### config.mk
export PLATFORM = sky130hd
export DESIGN_NAME = execute_unit
export DESIGN_NICKNAME = d
export VERILOG_FILES = /design/src/rtl/rv_pkg.sv /design/src/rtl/alu.sv /design/src/rtl/execute_unit.sv
export SDC_FILE = /design/constraint.sdc
export NUM_CORES = 2
export LEC_CHECK = 0
export BUFFER_PORTS_ARGS = -buffer_cell sky130_fd_sc_hd__buf_4
export CORE_ASPECT_RATIO = 0.9
export CORE_MARGIN = 8
export CORE_UTILIZATION = 50
export DETAILED_ROUTE_END_ITERATION = 10
export PLACE_DENSITY = 0.72
export SLEW_MARGIN = 20
export SYNTH_ARGS = -nofsm -noshare
export SYNTH_HDL_FRONTEND = slang
export SYNTH_SLANG_ARGS = --single-unit
export TNS_END_PERCENT = 10
### constraint.sdc
create_clock -name vclk -period 14.9
set_input_delay 3.725 -clock vclk [all_inputs]
set_output_delay 3.725 -clock vclk [all_outputs]
set_load 0.03 [all_outputs]
### src/rtl/rv_pkg.sv
package rv_pkg;

    localparam int xlen = 64;

    typedef logic [31:0] inst_t;

    // major opcodes of the supported subset
    typedef enum logic [6:0] {
        op_load   = 7'b0000011,
        op_imm    = 7'b0010011,
        op_auipc  = 7'b0010111,
        op_store  = 7'b0100011,
        op_reg    = 7'b0110011,
        op_lui    = 7'b0110111,
        op_branch = 7'b1100011,
        op_jalr   = 7'b1100111,
        op_jal    = 7'b1101111
    } opcode_e;

    // funct3 of the alu groups (OP and OP-IMM)
    typedef enum logic [2:0] {
        f3_add, f3_sll, f3_slt, f3_sltu, f3_xor, f3_sr, f3_or, f3_and
    } alu_funct3_e;

    typedef enum logic [3:0] {
        alu_add, alu_sub, alu_sll, alu_slt, alu_sltu, alu_xor,
        alu_srl, alu_sra, alu_or, alu_and, alu_pass_b
    } alu_op_e;

    typedef enum logic [2:0] {
        br_none, br_eq, br_ne, br_lt, br_ge, br_ltu, br_geu
    } br_type_e;

    typedef enum logic [1:0] {wb_none, wb_alu, wb_link, wb_load} wb_sel_e;

    // all zero is a bubble
    typedef struct packed {
        alu_op_e  alu_op;
        logic     a_sel_pc;   // operand a is pc instead of rs1
        logic     b_sel_imm;  // operand b is imm instead of rs2
        br_type_e br_type;
        logic     jump;
        logic     jalr;
        logic     mem_rd;
        logic     mem_wr;
        wb_sel_e  wb_sel;
        logic     reg_wr;
    } ctrl_t;

    typedef struct packed {
        logic [xlen-1:0] pc;
        inst_t           inst;
    } if_id_t;

    typedef struct packed {
        logic [xlen-1:0] pc;
        ctrl_t           ctrl;
        logic [xlen-1:0] rs1_val;
        logic [xlen-1:0] rs2_val;
        logic [xlen-1:0] imm;
        logic [4:0]      rd;
    } id_ex_t;

    typedef struct packed {
        logic [xlen-1:0] pc_plus4;
        ctrl_t           ctrl;
        logic [xlen-1:0] alu_res;
        logic [xlen-1:0] store_data;
        logic [4:0]      rd;
    } ex_mem_t;

    typedef struct packed {
        logic            reg_wr;
        logic [4:0]      rd;
        logic [xlen-1:0] value;
    } mem_wb_t;

endpackage

### src/rtl/alu.sv
module alu (
    input  rv_pkg::alu_op_e         op,
    input  logic [rv_pkg::xlen-1:0] a,
    input  logic [rv_pkg::xlen-1:0] b,
    output logic [rv_pkg::xlen-1:0] y
);
    import rv_pkg::*;

    logic [5:0] shamt;

    assign shamt = b[5:0];  // rv64 shifts use 6 bits

    always_comb begin
        case (op)
            alu_add:    y = a + b;
            alu_sub:    y = a - b;
            alu_sll:    y = a << shamt;
            alu_slt:    y = {{(xlen-1){1'b0}}, ($signed(a) < $signed(b))};
            alu_sltu:   y = {{(xlen-1){1'b0}}, (a < b)};
            alu_xor:    y = a ^ b;
            alu_srl:    y = a >> shamt;
            alu_sra:    y = $signed(a) >>> shamt;
            alu_or:     y = a | b;
            alu_and:    y = a & b;
            alu_pass_b: y = b;  // lui
            default:    y = '0;
        endcase
    end

endmodule

### src/rtl/execute_unit.sv
module execute_unit (
    input  rv_pkg::id_ex_t          stage,
    output logic [rv_pkg::xlen-1:0] result,
    output logic                    redirect,
    output logic [rv_pkg::xlen-1:0] redirect_pc
);
    import rv_pkg::*;

    logic [xlen-1:0] op_a;
    logic [xlen-1:0] op_b;
    logic [xlen-1:0] jalr_sum;
    logic            taken;

    assign op_a = stage.ctrl.a_sel_pc ? stage.pc : stage.rs1_val;
    assign op_b = stage.ctrl.b_sel_imm ? stage.imm : stage.rs2_val;

    alu u_alu (
        .op (stage.ctrl.alu_op),
        .a  (op_a),
        .b  (op_b),
        .y  (result)
    );

    // branch condition always compares the two register values
    always_comb begin
        case (stage.ctrl.br_type)
            br_eq:   taken = (stage.rs1_val == stage.rs2_val);
            br_ne:   taken = (stage.rs1_val != stage.rs2_val);
            br_lt:   taken = ($signed(stage.rs1_val) < $signed(stage.rs2_val));
            br_ge:   taken = ($signed(stage.rs1_val) >= $signed(stage.rs2_val));
            br_ltu:  taken = (stage.rs1_val < stage.rs2_val);
            br_geu:  taken = (stage.rs1_val >= stage.rs2_val);
            default: taken = 1'b0;
        endcase
    end

    assign redirect = stage.ctrl.jump || taken;
    assign jalr_sum = stage.rs1_val + stage.imm;

    always_comb begin
        if (stage.ctrl.jalr) begin
            redirect_pc = {jalr_sum[xlen-1:1], 1'b0};  // bit 0 cleared
        end else begin
            redirect_pc = stage.pc + stage.imm;  // jal and branches
        end
    end

endmodule

==> qor.csv <==
stage;metric;value;unit
run_status;status;completed;
yosys;Seq/Total Area, Yosys;0;%
timing;Highest Clock Rate;0.07293;GHz
floorplanning;die area;0.06843;mm²
worst_setup_path;Setup CP Type;input pin to primary output;
place;Final GP Congestion;1.120;
place;Port-buffer cells;396;
floorplanning;die width;274.9;µm
timing;RSZ-0062 raised after global routing;false;
yosys;xor and xnor area share after synthesis;3.428;%
grt;GR Util met1;55.88;%
yosys;Synth area leader;ha_1;
route;DRC violations left;0;
worst_setup_path;CP Capture Type;primary output;
timing;slew margin rel.;8.917;%
yosys;Avg Cell Area, Syn;6.398;µm²
route;total wire length;165100;µm
worst_setup_path;CP dominant cell by count;buf_4;
floorplanning;Die Ht;249.0;µm
yosys;largest family of logic cells by synthesized area;compound AO/OA/AOI/OAI gates;
worst_setup_path;CP Launch Type;input pin;
place;Final HPWL DP;133300;µm
cts;hold_buf cts;0;
finish;num sequential;0;
yosys;Post-Synth Simple-Gate Area;21.55;%
route;DR iter-0 viols;6110;
yosys;syn_nets;5385;
finish;share of layout cells above drive strength 1;11.74;%
grt;Congestion Overflow GR;0;
yosys;Post-Synthesis Cells;4713;
job;Max Cap Viol;0;
finish;multi-input logic area;0.02780;mm²
worst_setup_path;arrival time worst endpoint;9.99;ns
route;Antenna Nets Post-Route;0;
finish;fill count;6216;
yosys;top cells by area, synth;ha_1 16%, mux2i_1 10%, a21oi_1 7.7%;
timing;final setup fails;0;
route;1st-pass router iterations;8;
worst_setup_path;Crit path largest cell delay;0.78;ns
cts;CTS resizes;0;
grt;met3 usage;11.73;%
finish;synth-to-layout area growth;10.79;%
yosys;Synth Warn #;0;
finish;fin nets;5530;
route;vias per inst;7.053;
floorplanning;row cnt;85;
yosys;Post-Syn Area;0.03015;mm²
grt;initial antenna violation count;8;
floorplanning;area of the core;0.05977;mm²
finish;FF/Latch Area;0;µm²
finish;clkbuf count;0;
worst_setup_path;maximum fanout along the worst path;79;
route;vias;39820;
cts;setup bufs post-CTS;0;
grt;GR peak layer;met2;
timing;setup TNS;0;ns
yosys;Synth top area share;16.23;%
timing;Final Cycle Share;92.02;%
floorplanning;initial core utilization;50.45;%
grt;first-pass GRT wire length;236100;µm
yosys;post-synthesis adder-cell area fraction;16.49;%
floorplanning;# IOs;406;
timing;final hold violation count;0;
worst_setup_path;Critical Path RT;11.18;ns
timing;Slew Viols, Final;0;
grt;gr usage total;44.67;%
worst_setup_path;crit-path cells;buf_4 -> buf_4 -> nand2_1 -> o21a_1 -> ha_1 -> nand2_1 -> a21oi_1 -> o211ai_1 -> a2111oi_0 -> o21ai_1 -> o221ai_1 -> a221oi_1 -> o41ai_2 -> a21oi_1 -> o21a_1 -> o21ai_0 -> buf_4;
yosys;Synth Area in Compound Gates;38.36;%
grt;largest net degree at the start of global routing;135;
hold_path;Hold Crit Class;input pin to primary output;
timing;Slew @ Worst Pin;1.352;ns
worst_setup_path;Worst setup endpoint;result[40];
route;WL per Instance;29.24;µm
yosys;Synth cell types;93;
timing;min Tclk post-route;13.71;ns
grt;met2 Resource Use GR;66.63;%
grt;vias in the first global route;35930;
worst_setup_path;CP max-delay cell;buf_4;
timing;Min Hold Slack;7.846;ns
yosys;mux cell area share after synthesis;12.10;%
worst_setup_path;Worst Setup SP;stage[207];
## layout by cell type, fill, tap and decap left out, types with 37 or more instances in the layout
cell type	netlist	routed
a211oi_1	82	82
a21o_1	117	117
a21oi_1	462	462
a221oi_1	51	51
a22oi_1	55	55
a31oi_1	42	42
buf_4	12	456
ha_1	391	391
inv_1	297	296
mux2_2	41	41
mux2i_1	302	302
nand2_1	513	511
nand3_1	87	87
nand4_1	55	55
nor2_1	479	475
nor2b_1	43	43
nor3_1	91	89
o2111ai_1	43	43
o211ai_1	87	87
o21a_1	39	37
o21ai_0	413	413
o21bai_1	45	45
o221ai_1	40	40
o22ai_1	49	49
xnor2_1	69	69
xor2_1	49	49
## critical path: cells and delay by family
kind,cells,cell delay [ns]
AO/OA/AOI/OAI,11,4.10
AND/OR/NAND/NOR,2,0.20
adder cells (fa/ha/maj),1,0.54
buffers and inverters,3,1.37
## metal layers
layer	vias up	wire length [µm]	part of all wire (%)
li1	17800	-	-
met3	642	21200	13
met2	2980	67840	41
met5	-	34	0.021
met1	18400	61890	37
met4	6	14130	8.6
## Yosys cell counts, types with 12 or more instances
cell / number
nand2_1: 513
nor2_1: 479
a21oi_1: 462
o21ai_0: 413
ha_1: 391
mux2i_1: 302
inv_1: 297
clkbuf_1: 220
a21o_1: 117
nor3_1: 91
nand3_1: 87
o211ai_1: 87
a211oi_1: 82
xnor2_1: 69
a22oi_1: 55
nand4_1: 55
a221oi_1: 51
o22ai_1: 49
xor2_1: 49
buf_1: 45
o21bai_1: 45
nor2b_1: 43
o2111ai_1: 43
a31oi_1: 42
mux2_2: 41
o221ai_1: 40
o21a_1: 39
nand2b_1: 35
nor4_1: 34
a221o_1: 33
o31ai_1: 33
buf_2: 31
or3_1: 28
a211o_1: 20
and2_1: 20
and3_1: 19
or2_2: 19
a21boi_0: 14
buf_4: 12
o311ai_0: 12
o41ai_1: 12
## kinds of logic (layout without fill, tap and decap cells)
| kind of cell | count (synthesis) | after routing |
|---|---|---|
| muxes | 351 | 351 |
| xor gates and xnor gates | 118 | 118 |
| adders and majority gates | 395 | 395 |
| other | 0 | 7 |
| AOI/OAI and AO/OA | 1772 | 1772 |
| and+or+nand+nor | 1460 | 1460 |
| buffers and inverters | 617 | 760 |
## stage by stage
step                      std cells  util [%]  cell area (µm²)  setup WS, ns
final                          5646     55.89            33400         1.189
after global routing           5639     55.86            33390         1.058
after floorplan                4713         -            30150         1.876
after CTS                      5639     55.85            33380         1.533
after detailed placement       5639     55.85            33380         1.553
after global placement         5639     55.85            33380         1.581
## final cells by class
type               instances  share of cell area [%]
diodes                     7                 0.05244
inverters                302                   3.412
multi-input cells       4096                   83.23
well taps                783                   2.933
repair buffers           458                   10.37
## worst min-delay path by stage
stage          slack (ns)  depth (start not counted)  startpoint       end
2_1_floorplan        7.79                          2  stage[203]  redirect
5_1_grt              7.86                          4  stage[203]  redirect
3_3_place_gp         7.84                          4  stage[203]  redirect
6_report             7.85                          4  stage[203]  redirect
3_5_place_dp         7.85                          4  stage[203]  redirect
4_1_cts              7.85                          4  stage[203]  redirect
