===== config.mk =====
export PLATFORM = sky130hd
export DESIGN_NAME = reg_file_flat
export DESIGN_NICKNAME = d
export VERILOG_FILES = /design/src/rtl/rv_pkg.sv /design/src/rtl/rf_write_if.sv /design/src/rtl/reg_file.sv /design/src/flat_wrapper.sv
export SDC_FILE = /design/constraint.sdc
export NUM_CORES = 2
export LEC_CHECK = 0
export BUFFER_PORTS_ARGS = -buffer_cell sky130_fd_sc_hd__buf_4
export CAP_MARGIN = 40
export CORE_AREA = 2 2 557 559
export CTS_CLUSTER_DIAMETER = 150
export CTS_CLUSTER_SIZE = 14
export DETAILED_ROUTE_END_ITERATION = 16
export DIE_AREA = 0 0 559 561
export PLACE_DENSITY = 0.53
export SYNTH_ARGS = -nofsm -noshare
export SYNTH_HDL_FRONTEND = slang
export SYNTH_SLANG_ARGS = --single-unit

===== constraint.sdc =====
create_clock -name clk -period 61.2 [get_ports clk]
set_input_delay 3.06 -clock clk [delete_from_list [all_inputs] [get_ports clk]]
set_output_delay 3.06 -clock clk [all_outputs]
set_load 0.05 [all_outputs]

===== src/rtl/rv_pkg.sv =====
package rv_pkg;

    localparam int xlen = 64;

    typedef logic [31:0] inst_t;

    // major opcodes of the supported subset
    typedef enum logic [6:0] {
        op_load   = 7'b0000011,
        op_imm    = 7'b0010011,
        op_auipc  = 7'b0010111,
        op_store  = 7'b0100011,
        op_reg    = 7'b0110011,
        op_lui    = 7'b0110111,
        op_branch = 7'b1100011,
        op_jalr   = 7'b1100111,
        op_jal    = 7'b1101111
    } opcode_e;

    // funct3 of the alu groups (OP and OP-IMM)
    typedef enum logic [2:0] {
        f3_add, f3_sll, f3_slt, f3_sltu, f3_xor, f3_sr, f3_or, f3_and
    } alu_funct3_e;

    typedef enum logic [3:0] {
        alu_add, alu_sub, alu_sll, alu_slt, alu_sltu, alu_xor,
        alu_srl, alu_sra, alu_or, alu_and, alu_pass_b
    } alu_op_e;

    typedef enum logic [2:0] {
        br_none, br_eq, br_ne, br_lt, br_ge, br_ltu, br_geu
    } br_type_e;

    typedef enum logic [1:0] {wb_none, wb_alu, wb_link, wb_load} wb_sel_e;

    // all zero is a bubble
    typedef struct packed {
        alu_op_e  alu_op;
        logic     a_sel_pc;   // operand a is pc instead of rs1
        logic     b_sel_imm;  // operand b is imm instead of rs2
        br_type_e br_type;
        logic     jump;
        logic     jalr;
        logic     mem_rd;
        logic     mem_wr;
        wb_sel_e  wb_sel;
        logic     reg_wr;
    } ctrl_t;

    typedef struct packed {
        logic [xlen-1:0] pc;
        inst_t           inst;
    } if_id_t;

    typedef struct packed {
        logic [xlen-1:0] pc;
        ctrl_t           ctrl;
        logic [xlen-1:0] rs1_val;
        logic [xlen-1:0] rs2_val;
        logic [xlen-1:0] imm;
        logic [4:0]      rd;
    } id_ex_t;

    typedef struct packed {
        logic [xlen-1:0] pc_plus4;
        ctrl_t           ctrl;
        logic [xlen-1:0] alu_res;
        logic [xlen-1:0] store_data;
        logic [4:0]      rd;
    } ex_mem_t;

    typedef struct packed {
        logic            reg_wr;
        logic [4:0]      rd;
        logic [xlen-1:0] value;
    } mem_wb_t;

endpackage


===== src/rtl/rf_write_if.sv =====
interface rf_write_if;
    import rv_pkg::*;

    logic            wr_en;  // instruction writes a register
    logic [4:0]      rd;
    logic [xlen-1:0] data;
    logic            valid;  // destination is a writable register

    modport source (
        output wr_en,
        output rd,
        output data,
        output valid
    );

    modport sink (
        input wr_en,
        input rd,
        input data,
        input valid
    );

endinterface


===== src/rtl/reg_file.sv =====
module reg_file (
    input  logic                    clk,
    input  logic                    rst,
    input  logic [4:0]              rs1,
    input  logic [4:0]              rs2,
    output logic [rv_pkg::xlen-1:0] rd1,
    output logic [rv_pkg::xlen-1:0] rd2,
    rf_write_if.sink                wr
);
    import rv_pkg::*;

    logic [xlen-1:0] regs [1:31];  // no storage for x0
    logic            commit;

    assign commit = wr.wr_en && wr.valid;

    always_ff @(posedge clk or posedge rst) begin
        if (rst) begin
            for (int i = 1; i < 32; i++) begin
                regs[i] <= '0;
            end
        end else if (commit) begin
            regs[wr.rd] <= wr.data;
        end
    end

    // write-first, so write-back and decode can share a cycle
    always_comb begin
        rd1 = '0;
        if (rs1 != 5'd0) begin
            rd1 = (commit && wr.rd == rs1) ? wr.data : regs[rs1];
        end
    end

    always_comb begin
        rd2 = '0;
        if (rs2 != 5'd0) begin
            rd2 = (commit && wr.rd == rs2) ? wr.data : regs[rs2];
        end
    end

    a_no_x0_write: assert property (
        @(posedge clk) disable iff (rst)
        commit |-> (wr.rd != 5'd0)
    ) else $error("register write committed to x0");

endmodule


===== src/flat_wrapper.sv =====
// flat-port wrapper written by rule: the top's interface ports become plain ports
module reg_file_flat import rv_pkg::*;
  (clk, rst, rs1, rs2, rd1, rd2, wr_wr_en, wr_rd, wr_data, wr_valid);
  rf_write_if wr_i ();
  input  logic clk;
  input  logic rst;
  input  logic [4:0] rs1;
  input  logic [4:0] rs2;
  output logic [rv_pkg::xlen-1:0] rd1;
  output logic [rv_pkg::xlen-1:0] rd2;
  input wire logic [$bits(wr_i.wr_en)-1:0] wr_wr_en;
  input wire logic [$bits(wr_i.rd)-1:0] wr_rd;
  input wire logic [$bits(wr_i.data)-1:0] wr_data;
  input wire logic [$bits(wr_i.valid)-1:0] wr_valid;
  assign wr_i.wr_en = wr_wr_en;
  assign wr_i.rd = wr_rd;
  assign wr_i.data = wr_data;
  assign wr_i.valid = wr_valid;
  reg_file u_core (.clk(clk), .rst(rst), .rs1(rs1), .rs2(rs2), .rd1(rd1), .rd2(rd2), .wr(wr_i));
endmodule

==> summary.txt <==
Run status
  • Status: completed

CTS
  • # hold bufs at CTS: 0
  • Worst-Skew Late Latency: 850 ps
  • TritonCTS buffer count: 167
  • CTS tree: yes
  • # Post-CTS Setup Buffers: 0
  • Clock buffer depth: 4
  • Post-CTS Resized: 0
  • Worst-path clk slew: 70 ps
  • H-tree depth: 4
  • CTS root buf: clkbuf_16
  • Clock Sink Count: 1,984

Worst hold path
  • Hold Crit Class: reg2reg

Timing
  • Fmax: 87.8 MHz
  • Setup_tns: 0 ps
  • Clock skew: 0 ps
  • Max Slew Vio Count: 0
  • RSZ-0062 raised after global routing: no
  • Min Tclk post-route: 11,390 ps
  • Worst relative slew slack: 26.6%
  • Final Hold Vio Count: 0
  • Final Cycle Share: 18.6%
  • Setup violators final: 0
  • Slew at the pin with the worst max-slew slack: 1100 ps

Yosys
  • Post-synthesis compound-gate area fraction: 6.99%
  • Adder-Cell Fraction of Synth Area: 0%
  • Post-synth ARST share: 100%
  • Mux contribution to synthesized area: 40.1%
  • Post-synthesis sequential area ratio: 46.3%
  • Largest family of logic cells by synthesized area: multiplexers
  • Avg Synthesized Cell Area: 13.7 sq um
  • Syn Std Cell Area: 107,000 sq um
  • Seq cells post-synth: 1,984
  • Xor/xnor share of the synthesized area: 0.0818%
  • EDFF count, synth: 0
  • Ys flop type: dfrtp_1
  • Syn Inst Count: 7,810
  • Fraction of the mapped netlist area in simple logic gates: 3.18%
  • Yosys cell types: 42
  • Post-Syn Nets: 7,893
  • Synth Warn #: 0

Routing
  • DRC: 0
  • Routed Antenna Nets: 0
  • Drt pass-1 iters: 5
  • Vias per cell: 6.22
  • Initial DRC Count: 6,883
  • Via count: 72,888
  • Routed WL: 398,000 microns
  • DR WL/cell: 33.9 microns

Layout
  • Max FFs per register: 1,984
  • Fraction of layout cells with a size suffix above 1: 40.9%
  • Filler cell count: 28,842
  • Synth-to-layout area growth: 10.6%
  • Register area: 49,600 sq um
  • Fin cells: 11,718
  • Biggest regs: u_core.regs (1984)
  • Largest register by flop count: u_core.regs
  • Multi-input gate area: 54,300 sq um
  • Layout net count: 7,663
  • Final Util: 38.5%

Die
  • Core box area: 308,000 sq um
  • I/O pins: 211
  • Initial Util: 34.8%
  • DIE HEIGHT: 561 microns
  • Row count: 204
  • Die W: 559 microns
  • DIE AREA: 314,000 sq um

Setup path
  • Worst path max stage delay: 710 ps
  • Worst path slowest cell: a2111oi_0
  • Endpoint type of the worst setup path: primary output
  • WP data arrival: 8330 ps
  • CP Cell Sequence: buf_8, buf_4, buf_16, buf_4, buf_4, buf_4, mux4_2, a22oi_1, nand2_1, a2111oi_0, nor2_1, buf_4
  • Max Fanout on Critical Path: 54
  • CP Launch Type: input pin
  • Crit-path most repeated cell: buf_4
  • Req. time, crit path: 58,140 ps
  • Setup Crit Path Kind: in2out

Place
  • Placed wire-length estimate: 231,000 microns
  • Dpl cells: 11,529
  • RePlAce Congestion: 0.791
  • IO buf count: 210

Power
  • Power density over the cells: 27.5 nW/um^2
  • Leak: 52.7 nW
  • Maximum VDD drop: 0.0196 mV

GRT
  • Gr ovfl total: 0
  • Initial antenna violation count: 21
  • Largest net degree at the start of global routing: 167
  • Vias in the first global route: 74,990
  • Gr usage total: 24.8%
  • First-pass GRT wire length: 569,000 microns

Run
  • # Max-Cap Violations: 0
==> Yosys cell counts (125+ instances only) <==
library cell | number | area, sq um
a221oi_1 | 128 | 1120
a22o_1 | 125 | 1090
mux4_2 | 640 | 14400
nand2_1 | 149 | 559
mux2_1 | 545 | 6140
a31oi_1 | 127 | 795
nor3_1 | 131 | 656
nor2b_1 | 200 | 1250
o21ai_0 | 192 | 961
mux2_2 | 1760 | 19800
mux2i_1 | 258 | 2580
dfrtp_1 | 1984 | 49600
a22oi_1 | 191 | 1430
clkbuf_1 | 685 | 2570
==> cell type report <==
cell class	instances	area share, %
Antenna cell	12	0.0254
Clock buffer	170	3.57
Clock inverter	5	0.0465
Inverter	1	0.00951
Multi-Input combinational cell	4957	45.9
Sequential cell	1984	41.9
Tap cell	4120	4.35
Timing Repair Buffer	469	4.21
==> metrics by stage <==
step                hold slack, ps  setup WS, ps  instance area [sq um]  total power, mW
detailed placement             494         49970                 114000             2.29
global placement               481         49460                 112000             2.26
finish                         506         49810                 118000             3.26
global route                   518         49660                 118000             3.40
CTS                            510         49960                 118000             3.28
floorplan                      471          2100                 107000             2.09
==> logic make-up (layout without fill, tap and decap cells) <==
group,after synthesis,in the layout
buffers and inverters,869,645
other,0,12
DFF,1984,1984
muxes,3203,3203
AOI/OAI and AO/OA,1082,1082
and+or+nand+nor,662,662
xor gates and xnor gates,10,10
==> worst paths after layout <==
check,startpoint,to,slack (ps),cells after the start
max,rs1[1],rd1[45],49810,12
min,u_core.regs[916],u_core.regs[916],510,1
max reg2reg,u_core.regs[1914],u_core.regs[1914],60350,1
min reg2reg,u_core.regs[916],u_core.regs[916],510,1
max in group asynchronous,rst,u_core.regs[1943],54940,8
min in group asynchronous,rst,u_core.regs[1976],2320,2
==> metal layers <==
| layer | vias to the layer above | share of wire [%] | global-route usage [%] |
|---|---|---|---|
| li1 | 29402 | - | - |
| met3 | 701 | 6.9 | 4.38 |
| met5 | - | 0.019 | 0 |
| met4 | 12 | 3.8 | 8.79 |
| met1 | 39796 | 42 | 33.5 |
| met2 | 2977 | 47 | 40.1 |
==> critical path, delay by kind of cell <==
family / cells / cell delay (ps)
AOI/OAI and AO/OA: 2 / 940
buffers and inverters: 7 / 3430
muxes: 1 / 410
and+or+nand+nor: 2 / 250
==> cells in the final DEF (no fill, tap or decap), drive strengths merged, types with 12 or more instances in the layout <==
cell type and instances:
buf 467, diode 12, a22o 125, nor2b 200
nor3 131, a21oi 64, nand2 149, o22ai 64
dfrtp 1984, mux4 640, a221oi 128, a211oi 64
nor2 85, mux2 2305, nor4 65, a22oi 191
a31oi 127, mux2i 258, a2111oi 64, o21ai 254
clkbuf 172
==> power breakdown <==
group          internal, mW  switching (mW)  total, mW
sequential             1.49           0.125       1.61
combinational         0.333           0.329      0.662
clock                 0.489           0.500      0.989
Note: power is estimated with default switching activity, not from simulation.
