**config.mk**
```make
export PLATFORM = sky130hd
export DESIGN_NAME = mem_access
export DESIGN_NICKNAME = d
export VERILOG_FILES = /design/src/rtl/rv_pkg.sv /design/src/rtl/mem_access.sv
export SDC_FILE = /design/constraint.sdc
export NUM_CORES = 1
export LEC_CHECK = 0
export BUFFER_PORTS_ARGS = -buffer_cell sky130_fd_sc_hd__buf_4
export CAP_MARGIN = 30
export CORE_AREA = 2 2 187 189
export DETAILED_ROUTE_END_ITERATION = 12
export DIE_AREA = 0 0 189 191
export SLEW_MARGIN = 20
export SYNTH_ARGS = -nofsm -noshare
export SYNTH_HDL_FRONTEND = slang
export SYNTH_SLANG_ARGS = --single-unit
```
**constraint.sdc**
```tcl
create_clock -name vclk -period 1.15
set_input_delay 0.115 -clock vclk [all_inputs]
set_output_delay 0.115 -clock vclk [all_outputs]
set_load 0.05 [all_outputs]
```
**src/rtl/rv_pkg.sv**
```systemverilog
package rv_pkg;

    localparam int xlen = 64;

    typedef logic [31:0] inst_t;

    // major opcodes of the supported subset
    typedef enum logic [6:0] {
        op_load   = 7'b0000011,
        op_imm    = 7'b0010011,
        op_auipc  = 7'b0010111,
        op_store  = 7'b0100011,
        op_reg    = 7'b0110011,
        op_lui    = 7'b0110111,
        op_branch = 7'b1100011,
        op_jalr   = 7'b1100111,
        op_jal    = 7'b1101111
    } opcode_e;

    // funct3 of the alu groups (OP and OP-IMM)
    typedef enum logic [2:0] {
        f3_add, f3_sll, f3_slt, f3_sltu, f3_xor, f3_sr, f3_or, f3_and
    } alu_funct3_e;

    typedef enum logic [3:0] {
        alu_add, alu_sub, alu_sll, alu_slt, alu_sltu, alu_xor,
        alu_srl, alu_sra, alu_or, alu_and, alu_pass_b
    } alu_op_e;

    typedef enum logic [2:0] {
        br_none, br_eq, br_ne, br_lt, br_ge, br_ltu, br_geu
    } br_type_e;

    typedef enum logic [1:0] {wb_none, wb_alu, wb_link, wb_load} wb_sel_e;

    // all zero is a bubble
    typedef struct packed {
        alu_op_e  alu_op;
        logic     a_sel_pc;   // operand a is pc instead of rs1
        logic     b_sel_imm;  // operand b is imm instead of rs2
        br_type_e br_type;
        logic     jump;
        logic     jalr;
        logic     mem_rd;
        logic     mem_wr;
        wb_sel_e  wb_sel;
        logic     reg_wr;
    } ctrl_t;

    typedef struct packed {
        logic [xlen-1:0] pc;
        inst_t           inst;
    } if_id_t;

    typedef struct packed {
        logic [xlen-1:0] pc;
        ctrl_t           ctrl;
        logic [xlen-1:0] rs1_val;
        logic [xlen-1:0] rs2_val;
        logic [xlen-1:0] imm;
        logic [4:0]      rd;
    } id_ex_t;

    typedef struct packed {
        logic [xlen-1:0] pc_plus4;
        ctrl_t           ctrl;
        logic [xlen-1:0] alu_res;
        logic [xlen-1:0] store_data;
        logic [4:0]      rd;
    } ex_mem_t;

    typedef struct packed {
        logic            reg_wr;
        logic [4:0]      rd;
        logic [xlen-1:0] value;
    } mem_wb_t;

endpackage

```
**src/rtl/mem_access.sv**
```systemverilog
module mem_access (
    input  rv_pkg::ex_mem_t         stage,
    output logic [rv_pkg::xlen-1:0] dmem_addr,
    output logic [rv_pkg::xlen-1:0] dmem_wdata,
    output logic                    dmem_wr,
    output logic                    dmem_rd,
    input  logic [rv_pkg::xlen-1:0] dmem_rdata,
    output rv_pkg::mem_wb_t         wb
);
    import rv_pkg::*;

    // address is the alu sum rs1 + imm
    assign dmem_addr  = stage.alu_res;
    assign dmem_wdata = stage.store_data;
    assign dmem_wr    = stage.ctrl.mem_wr;
    assign dmem_rd    = stage.ctrl.mem_rd;

    always_comb begin
        wb.reg_wr = stage.ctrl.reg_wr;
        wb.rd     = stage.rd;
        case (stage.ctrl.wb_sel)
            wb_alu:  wb.value = stage.alu_res;
            wb_link: wb.value = stage.pc_plus4;
            wb_load: wb.value = dmem_rdata;  // read data is combinational
            default: wb.value = '0;
        endcase
    end

    // decode never marks one instruction as both a load and a store
    always_comb begin
        a_rd_wr_excl: assert (!(dmem_wr && dmem_rd))
            else $error("data port read and write in the same cycle");
    end

endmodule

```
==> flow_metrics.tcl, run 1 <==
set metrics [dict create \
    status "complete, but fails checks" \
    violations "negative setup slack" \
    max_freq_mhz 740 \
    arrival_ns 1.24 \
    fin_crit_ns 1.35 \
    slew_violations 0 \
    synth_top_family_by_area "buffers and inverters" \
    rsz0062_at_grt "true" \
    critPathCaptureType "primary output" \
    synth_most_common_cell "buf_4" \
    finalNonFillerCells 939 \
    hold_viol_final 0 \
    fin_ws_ns -0.201 \
    yosys_warnings 0 \
    via_count 2849 \
    gr-usage-met1_pct 6.35 \
    drc 0 \
    ys_top_cells_by_area "buf_4 (37%), mux2_4 (33%), a22o_1 (21%)" \
    yosysTopAreaCellShare_pct 37.4 \
    syn_inst 286 \
    synthSimpleGateAreaFrac_pct 0.229 \
    pin_count 477 \
    synth.area.mux_share_pct 34.7 \
    fp.coreArea_mm2 0.0341 \
    dieWidth_um 189 \
    grt_pass1_vias 2916 \
    top_usage_layer "met2" \
    ys_top_cells_by_count "buf_4 (136), a22o_1 (64), mux2_4 (60)" \
    p_per_area_mw_per_mm2 617 \
    synth_top_area_cell "buf_4" \
    gp_congestion 0.732 \
    critPathLaunchType "input port" \
    ys_seq_area_share_pct 0 \
    pwr-share-comb_pct 100.0 \
    drive_above_1_share_pct 99.2 \
    grt_max_degree 37 \
    hpwl_mm 11.0 \
    wl_mm 14.7 \
    synth_xor_area_share_pct 0 \
    syn_nets 563 \
    slew_headroom_pct 76.8 \
    leakagePower_nw 2.87 \
    die_area_mm2 0.0361 \
    gr-total-overflow 0 \
    avgSynthCellArea_um2 9.54 \
    drt_iter0_markers 47 \
    clkbuf_count 0 \
    die_y_um 191 \
    avgViaCountPerCell 3.03 \
    p_switching_mw 1.84 \
    grt_antenna_before_repair 1 \
    hold_buffers 0 \
    num_antenna_cells 0 \
    path_max_fanout 7 \
    first_pass_iters 4 \
    grt_first_pass_wirelength_mm 17.3 \
    critPathRequiredTime_ns 1.03 \
    syn_area_mm2 0.00273 \
    dp_slack_ns -0.275 \
    drv_cap 0 \
    port_buffers 322 \
    setup_viol 64 \
    dpl_cell_area_mm2 0.00497 \
    fin_nets 763 \
    min_path_type "in2out" \
    seqCellArea_um2 0 \
    synth_compound_area_share_pct 20.6 \
    initial_utilization_pct 7.99 \
    seq_cells 0 \
    area_growth_pct 110 \
    p_sw_share_pct 52.1 \
    final_antenna_net_count 0 \
    use_met2_pct 13.1 \
    seqPwrFrac_pct 0 \
    synth_cell_type_count 9 \
    row_count 68 \
    fin_crit_sh_pct 118 \
    internal-power_mw 1.70 \
    finalInstanceArea_mm2 0.00573 \
    worst_pin_slew_ns 0.348 \
    grt_usage_pct 6.28 \
    vdd_drop_max_uv 236 \
    dp_cells 928 \
    criticalPathCategory "in2out" \
    clockPowerShare_pct 0 \
    avgRoutedWirePerCell_um 15.6 \
    grt_util_met3_pct 1.01 \
    synthAdderAreaFrac_pct 0 \
]
[what timing repair did]
item                       CTS  global route
gates resized for setup     83            54
setup buffers                1             2
setup endpoints to repair   64            64
cloned                       1             7
pin swaps                    1            31
[cells by family (layout without fill, tap and decap cells)]
| group | after synthesis | count (layout) |
|---|---|---|
| buf+inv | 157 | 355 |
| mux | 64 | 64 |
| simple gates | 1 | 1 |
| compound gates | 64 | 64 |
[layout by cell type, fill, tap and decap left out, drive strengths merged]
master  Yosys  layout
a22o       64      64
buf       151     351
clkbuf      6       4
mux2       64      64
nor2b       1       1
[cell type report]
| type | count | area, µm² |
|---|---|---|
| fill | 3781 | 28400 |
| tap | 455 | 569 |
| multi-input combinational | 129 | 1850 |
| timing repair buffer | 355 | 3310 |
[power by group through the flow]
stage	sequential, mW	clock [mW]	combinational [mW]
after floorplan	0	0	2.74
after global placement	0	0	3.09
after detailed placement	0	0	3.10
after CTS	0	0	3.33
after global routing	0	0	3.68
final	0	0	3.54
[worst max-delay path, stage by stage]
cell       delay [ns]
buf_12           0.12
buf_12           0.14
nor2b_4          0.16
buf_6            0.13
clkbuf_16        0.17
a22o_4           0.25
buf_8            0.15
[metal layers]
layer	routed length, µm	vias to the layer above
li1	-	1296
met1	5140	1330
met2	8160	187
met3	1080	34
met4	297	2
met5	10	-
[stage by stage]
step           setup TNS (ns)  power, mW  hold WS [ns]  utilization (%)
6_report               -10.94       3.54         0.230             16.8
2_1_floorplan          -0.339       2.74         0.397                -
3_3_place_gp           -14.80       3.09         0.230             14.6
3_5_place_dp           -14.64       3.10         0.230             14.6
5_1_grt                -13.72       3.68         0.230             16.8
4_1_cts                -11.22       3.33         0.230             15.6
[final timing paths]
check	start	to	slack [ns]	cells past startpoint
setup / recovery	stage[135]	wb[31]	-0.20	7
hold / removal	stage[26]	dmem_wdata[21]	0.23	0
Note: power is estimated with default switching activity, not from simulation.
==> inputs of run 2 (changes only) <==
- ABC_AREA: not set -> 1
- CORE_AREA: 2 2 187 189 -> 2 2 184 186
- DIE_AREA: 0 0 189 191 -> 0 0 186 188
- SETUP_SLACK_MARGIN: not set -> 0.2
==> flow_metrics.tcl, run 2 <==
set metrics [dict create \
    status "finished, final reports clean" \
    vdd_drop_max_uv 309 \
    grt_first_pass_wirelength_mm 25.6 \
    slew_headroom_pct 86.7 \
    slew_violations 0 \
    arrival_ns 0.94 \
    fin_setup_tns_ns 0 \
    p_switching_mw 2.20 \
    critPathRequiredTime_ns 1.03 \
    die_area_mm2 0.0350 \
    fp.coreArea_mm2 0.0331 \
    finalNonFillerCells 1072 \
    seqCellArea_um2 0 \
    gr-total-overflow 0 \
    fin_crit_sh_pct 92.1 \
    via_count 3942 \
    avgRoutedWirePerCell_um 18.3 \
    yosys_warnings 0 \
    syn_nets 711 \
    avgViaCountPerCell 3.68 \
    finalInstanceArea_mm2 0.00670 \
    drt_iter0_markers 126 \
    final_antenna_net_count 0 \
    fin_crit_ns 1.06 \
    p_sw_share_pct 57.1 \
    dpl_cell_area_mm2 0.00483 \
    fin_nets 903 \
    clockPowerShare_pct 0 \
    pin_count 477 \
    hold_viol_final 0 \
    fin_ws_ns 0.0903 \
    critPathMaxStageDelay_ns 0.16 \
    ys_top_cells_by_count "nand3_1 (256), buf_4 (153), buf_6 (13)" \
    critPathSlowestCell "buf_4" \
    seq_cells 0 \
    worst_pin_slew_ns 0.200 \
    avgSynthCellArea_um2 6.07 \
    dp_cells 1045 \
    internal-power_mw 1.65 \
    ys_seq_area_share_pct 0 \
    path_buf_inv 5 \
    p_per_area_mw_per_mm2 575 \
    synth_top_area_cell "nand3_1" \
    syn_area_mm2 0.00263 \
    clkbuf_count 0 \
    synth_cell_type_count 5 \
    ys_top_cells_by_area "nand3_1 (49%), buf_4 (44%), buf_6 (5.6%)" \
    path_max_fanout 7 \
    max_freq_mhz 944 \
    yosysTopAreaCellShare_pct 48.6 \
    final_cell_mix "buf_4 (260), nand3_2 (141), nand3_1 (93)" \
    drv_cap 0 \
    hold_buffers 0 \
    initial_utilization_pct 7.95 \
    wl_mm 19.6 \
    gp_congestion 0.771 \
    min_path_type "in2out" \
    grt_max_degree 39 \
    grt_antenna_before_repair 1 \
    first_pass_iters 4 \
    seqPwrFrac_pct 0 \
    rsz0062_at_grt "true" \
    grt_pass1_vias 3966 \
    final_common_cell "buf_4" \
    critPathLaunchType "input port" \
    area_growth_pct 154 \
    setup_viol 0 \
    critPathCaptureType "primary output" \
    hpwl_mm 12.3 \
    grt_usage_pct 9.91 \
    synth_most_common_cell "nand3_1" \
    dp_slack_ns -0.0591 \
    port_buffers 322 \
    die_y_um 188 \
    row_count 67 \
    dieWidth_um 186 \
    leakagePower_nw 3.12 \
    cp_cell_sequence "buf_16 -> clkinv_8 -> buf_4 -> buf_16 -> nand3_2 -> nand3_2 -> buf_8" \
    drc 0 \
    fin_hold_ws_ns 0.230 \
    pwr-share-comb_pct 100.0 \
    drive_above_1_share_pct 85.1 \
    num_antenna_cells 0 \
    cpLargestDelayFamily "buffers and inverters" \
    syn_inst 434 \
    criticalPathCategory "in2out" \
]
==> run 2: cell families after synthesis <==
logic type / share of synthesized area, %
simple gates: 48.6
buf+inv: 51.4
==> run 2: final cells by class <==
class                      instances  area, µm²
fill                            3621      26400
inverter                           2       36.3
multi-input combinational        256       2260
tap                              448        561
timing repair buffer             366       3840
==> run 2: repair_timing <==
| action | in CTS | in global routing |
|---|---|---|
| hold endpoints to repair | 0 | 0 |
| pin swaps | 5 | 16 |
| endpoints found under the setup margin | 64 | 64 |
| gates resized for setup | 194 | 98 |
| buffers inserted | 8 | 1 |
| gates cloned | 13 | 5 |
==> run 2: per-stage QoR <==
step / utilization, % / power, mW
6_report: 20.2 / 3.85
5_1_grt: 20.2 / 4.01
4_1_cts: 18.3 / 3.63
3_5_place_dp: 14.6 / 2.95
3_3_place_gp: 14.6 / 2.94
2_1_floorplan: - / 2.58
==> run 2: power by group through the flow <==
| stage | sequential (mW) | clock (mW) | combinational (mW) |
|---|---|---|---|
| floorplan | 0 | 0 | 2.58 |
| global placement | 0 | 0 | 2.94 |
| detailed placement | 0 | 0 | 2.95 |
| CTS | 0 | 0 | 3.63 |
| global route | 0 | 0 | 4.01 |
| finish | 0 | 0 | 3.85 |
==> run 2: path summary, 6_finish.rpt <==
| kind | start | endpoint | slack, ns | cells after the start |
|---|---|---|---|---|
| max | stage[135] | wb[19] | 0.09 | 7 |
| min | stage[61] | dmem_wdata[56] | 0.23 | 0 |
==> run 2: metal layers <==
layer | vias to the layer above | wire length [µm] | global-route usage [%]
met1 | 1896 | 7290 | 11.2
met3 | 50 | 1100 | 1.42
li1 | 1781 | - | -
met4 | 2 | 748 | 3.63
met5 | - | 13 | 0
met2 | 213 | 10400 | 18.5
==> inputs of run 3 (changes only) <==
- PLACE_DENSITY: not set -> 0.33
==> flow_metrics.tcl, run 3 (synthesized netlist as in run 2, its figures left out) <==
set metrics [dict create \
    final_cell_mix "buf_4 (282), nand3_1 (170), nand3_2 (86)" \
    path_max_fanout 6 \
    rsz0062_at_grt "true" \
    fin_nets 923 \
    initial_utilization_pct 7.95 \
    setup_viol 0 \
    hold_buffers 0 \
    criticalPathCategory "in2out" \
    row_count 67 \
    hp-start "stage[22]" \
    internal-power_mw 1.53 \
    slew_violations 0 \
    wl_mm 17.8 \
    num_antenna_cells 0 \
    p_sw_share_pct 57.0 \
    area_growth_pct 131 \
    slew_headroom_pct 90.1 \
    seqPwrFrac_pct 0 \
    avgViaCountPerCell 3.52 \
    p_per_area_mw_per_mm2 584 \
    wl_met2_mm 9.98 \
    gp_congestion 0.761 \
    pin_count 477 \
    fp.coreArea_mm2 0.0331 \
    vdd_drop_max_uv 167 \
    hold_viol_final 0 \
    via_count 3846 \
    fin_crit_ns 1.05 \
    min_path_type "in2out" \
    clockPowerShare_pct 0 \
    fin_setup_tns_ns 0 \
    critPathCaptureType "primary output" \
    max_freq_mhz 954 \
    holdPathEnd "dmem_wdata[17]" \
    met1Wirelength_mm 6.16 \
    drive_above_1_share_pct 73.6 \
    first_pass_iters 4 \
    drc 0 \
    status "finished, final reports clean" \
    leakagePower_nw 3.05 \
    final_antenna_net_count 0 \
    grt_usage_pct 9.10 \
    top_layer "met4" \
    utilization_pct 18.4 \
    avgRoutedWirePerCell_um 16.3 \
    drt_iter0_markers 91 \
    critPathRequiredTime_ns 1.03 \
    gr-total-overflow 0 \
    pwr-share-comb_pct 100.0 \
    drv_cap 0 \
    seq_cells 0 \
    grt_pass1_vias 4022 \
    grt_antenna_before_repair 0 \
    grt_max_degree 25 \
    die_area_mm2 0.0350 \
    seqCellArea_um2 0 \
    p_switching_mw 2.03 \
    dr_wl_met3_mm 1.06 \
    fin_crit_sh_pct 91.2 \
    grt_first_pass_wirelength_mm 23.8 \
    arrival_ns 0.93 \
    die_y_um 188 \
    critPathLaunchType "input port" \
    final_common_cell "buf_4" \
    dieWidth_um 186 \
    min_path_cells 0 \
    hpwl_mm 12.3 \
    worst_pin_slew_ns 0.148 \
    port_buffers 322 \
    clkbuf_count 0 \
]
==> run 3: per-stage QoR <==
stage	hold slack [ns]	instances	area, µm²	setup WS [ns]	power, mW
2_1_floorplan	0.397	434	2950	0.287	2.58
3_3_place_gp	0.230	1073	5090	-0.0164	3.06
3_5_place_dp	0.230	1073	5090	-0.0102	3.04
4_1_cts	0.230	1088	5960	0.0819	3.54
5_1_grt	0.230	1092	6080	0.0515	3.73
6_report	0.230	1092	6080	0.102	3.56
==> run 3: how the worst max path moves through the flow <==
stage	start	endpoint	slack, ns
CTS	stage[134]	wb[26]	0.08
floorplan	stage[134]	wb[54]	0.29
global placement	stage[134]	wb[41]	-0.02
global route	stage[134]	wb[25]	0.05
finish	stage[135]	wb[11]	0.10
detailed placement	stage[135]	wb[31]	-0.01
==> run 3: cell type report <==
| class | instances | area, µm² |
|---|---|---|
| Tap cell | 448 | 561 |
| Fill cell | 3783 | 27000 |
| Inverter | 2 | 36.3 |
| Timing Repair Buffer | 386 | 3780 |
| Multi-Input combinational cell | 256 | 1710 |
==> run 3: power by group through the flow <==
stage / Clock (mW) / Combinational [mW] / Sequential [mW]
after floorplan: 0 / 2.58 / 0
after global placement: 0 / 3.06 / 0
after detailed placement: 0 / 3.04 / 0
after CTS: 0 / 3.54 / 0
after global routing: 0 / 3.73 / 0
final: 0 / 3.56 / 0
==> run 3: timing repair <==
| action | 4_1_cts | 5_1_grt |
|---|---|---|
| gates resized for setup | 133 | 10 |
| buffers inserted | 5 | 1 |
| endpoints found under the setup margin | 64 | 64 |
| pin swaps | 7 | 0 |
| gates cloned | 10 | 3 |
==> run 3: critical path, cell delays in order <==
cell       delay, ns
buf_12          0.13
inv_12          0.09
bufbuf_16       0.28
nand3_1         0.08
nand3_2         0.08
buf_8           0.15
==> run 3: routing by layer <==
layer / up-vias / global-route usage, %
li1: 1819 / -
met1: 1776 / 9.03
met2: 203 / 19.0
met3: 48 / 1.03
met4: 0 / 2.70
met5: - / 0
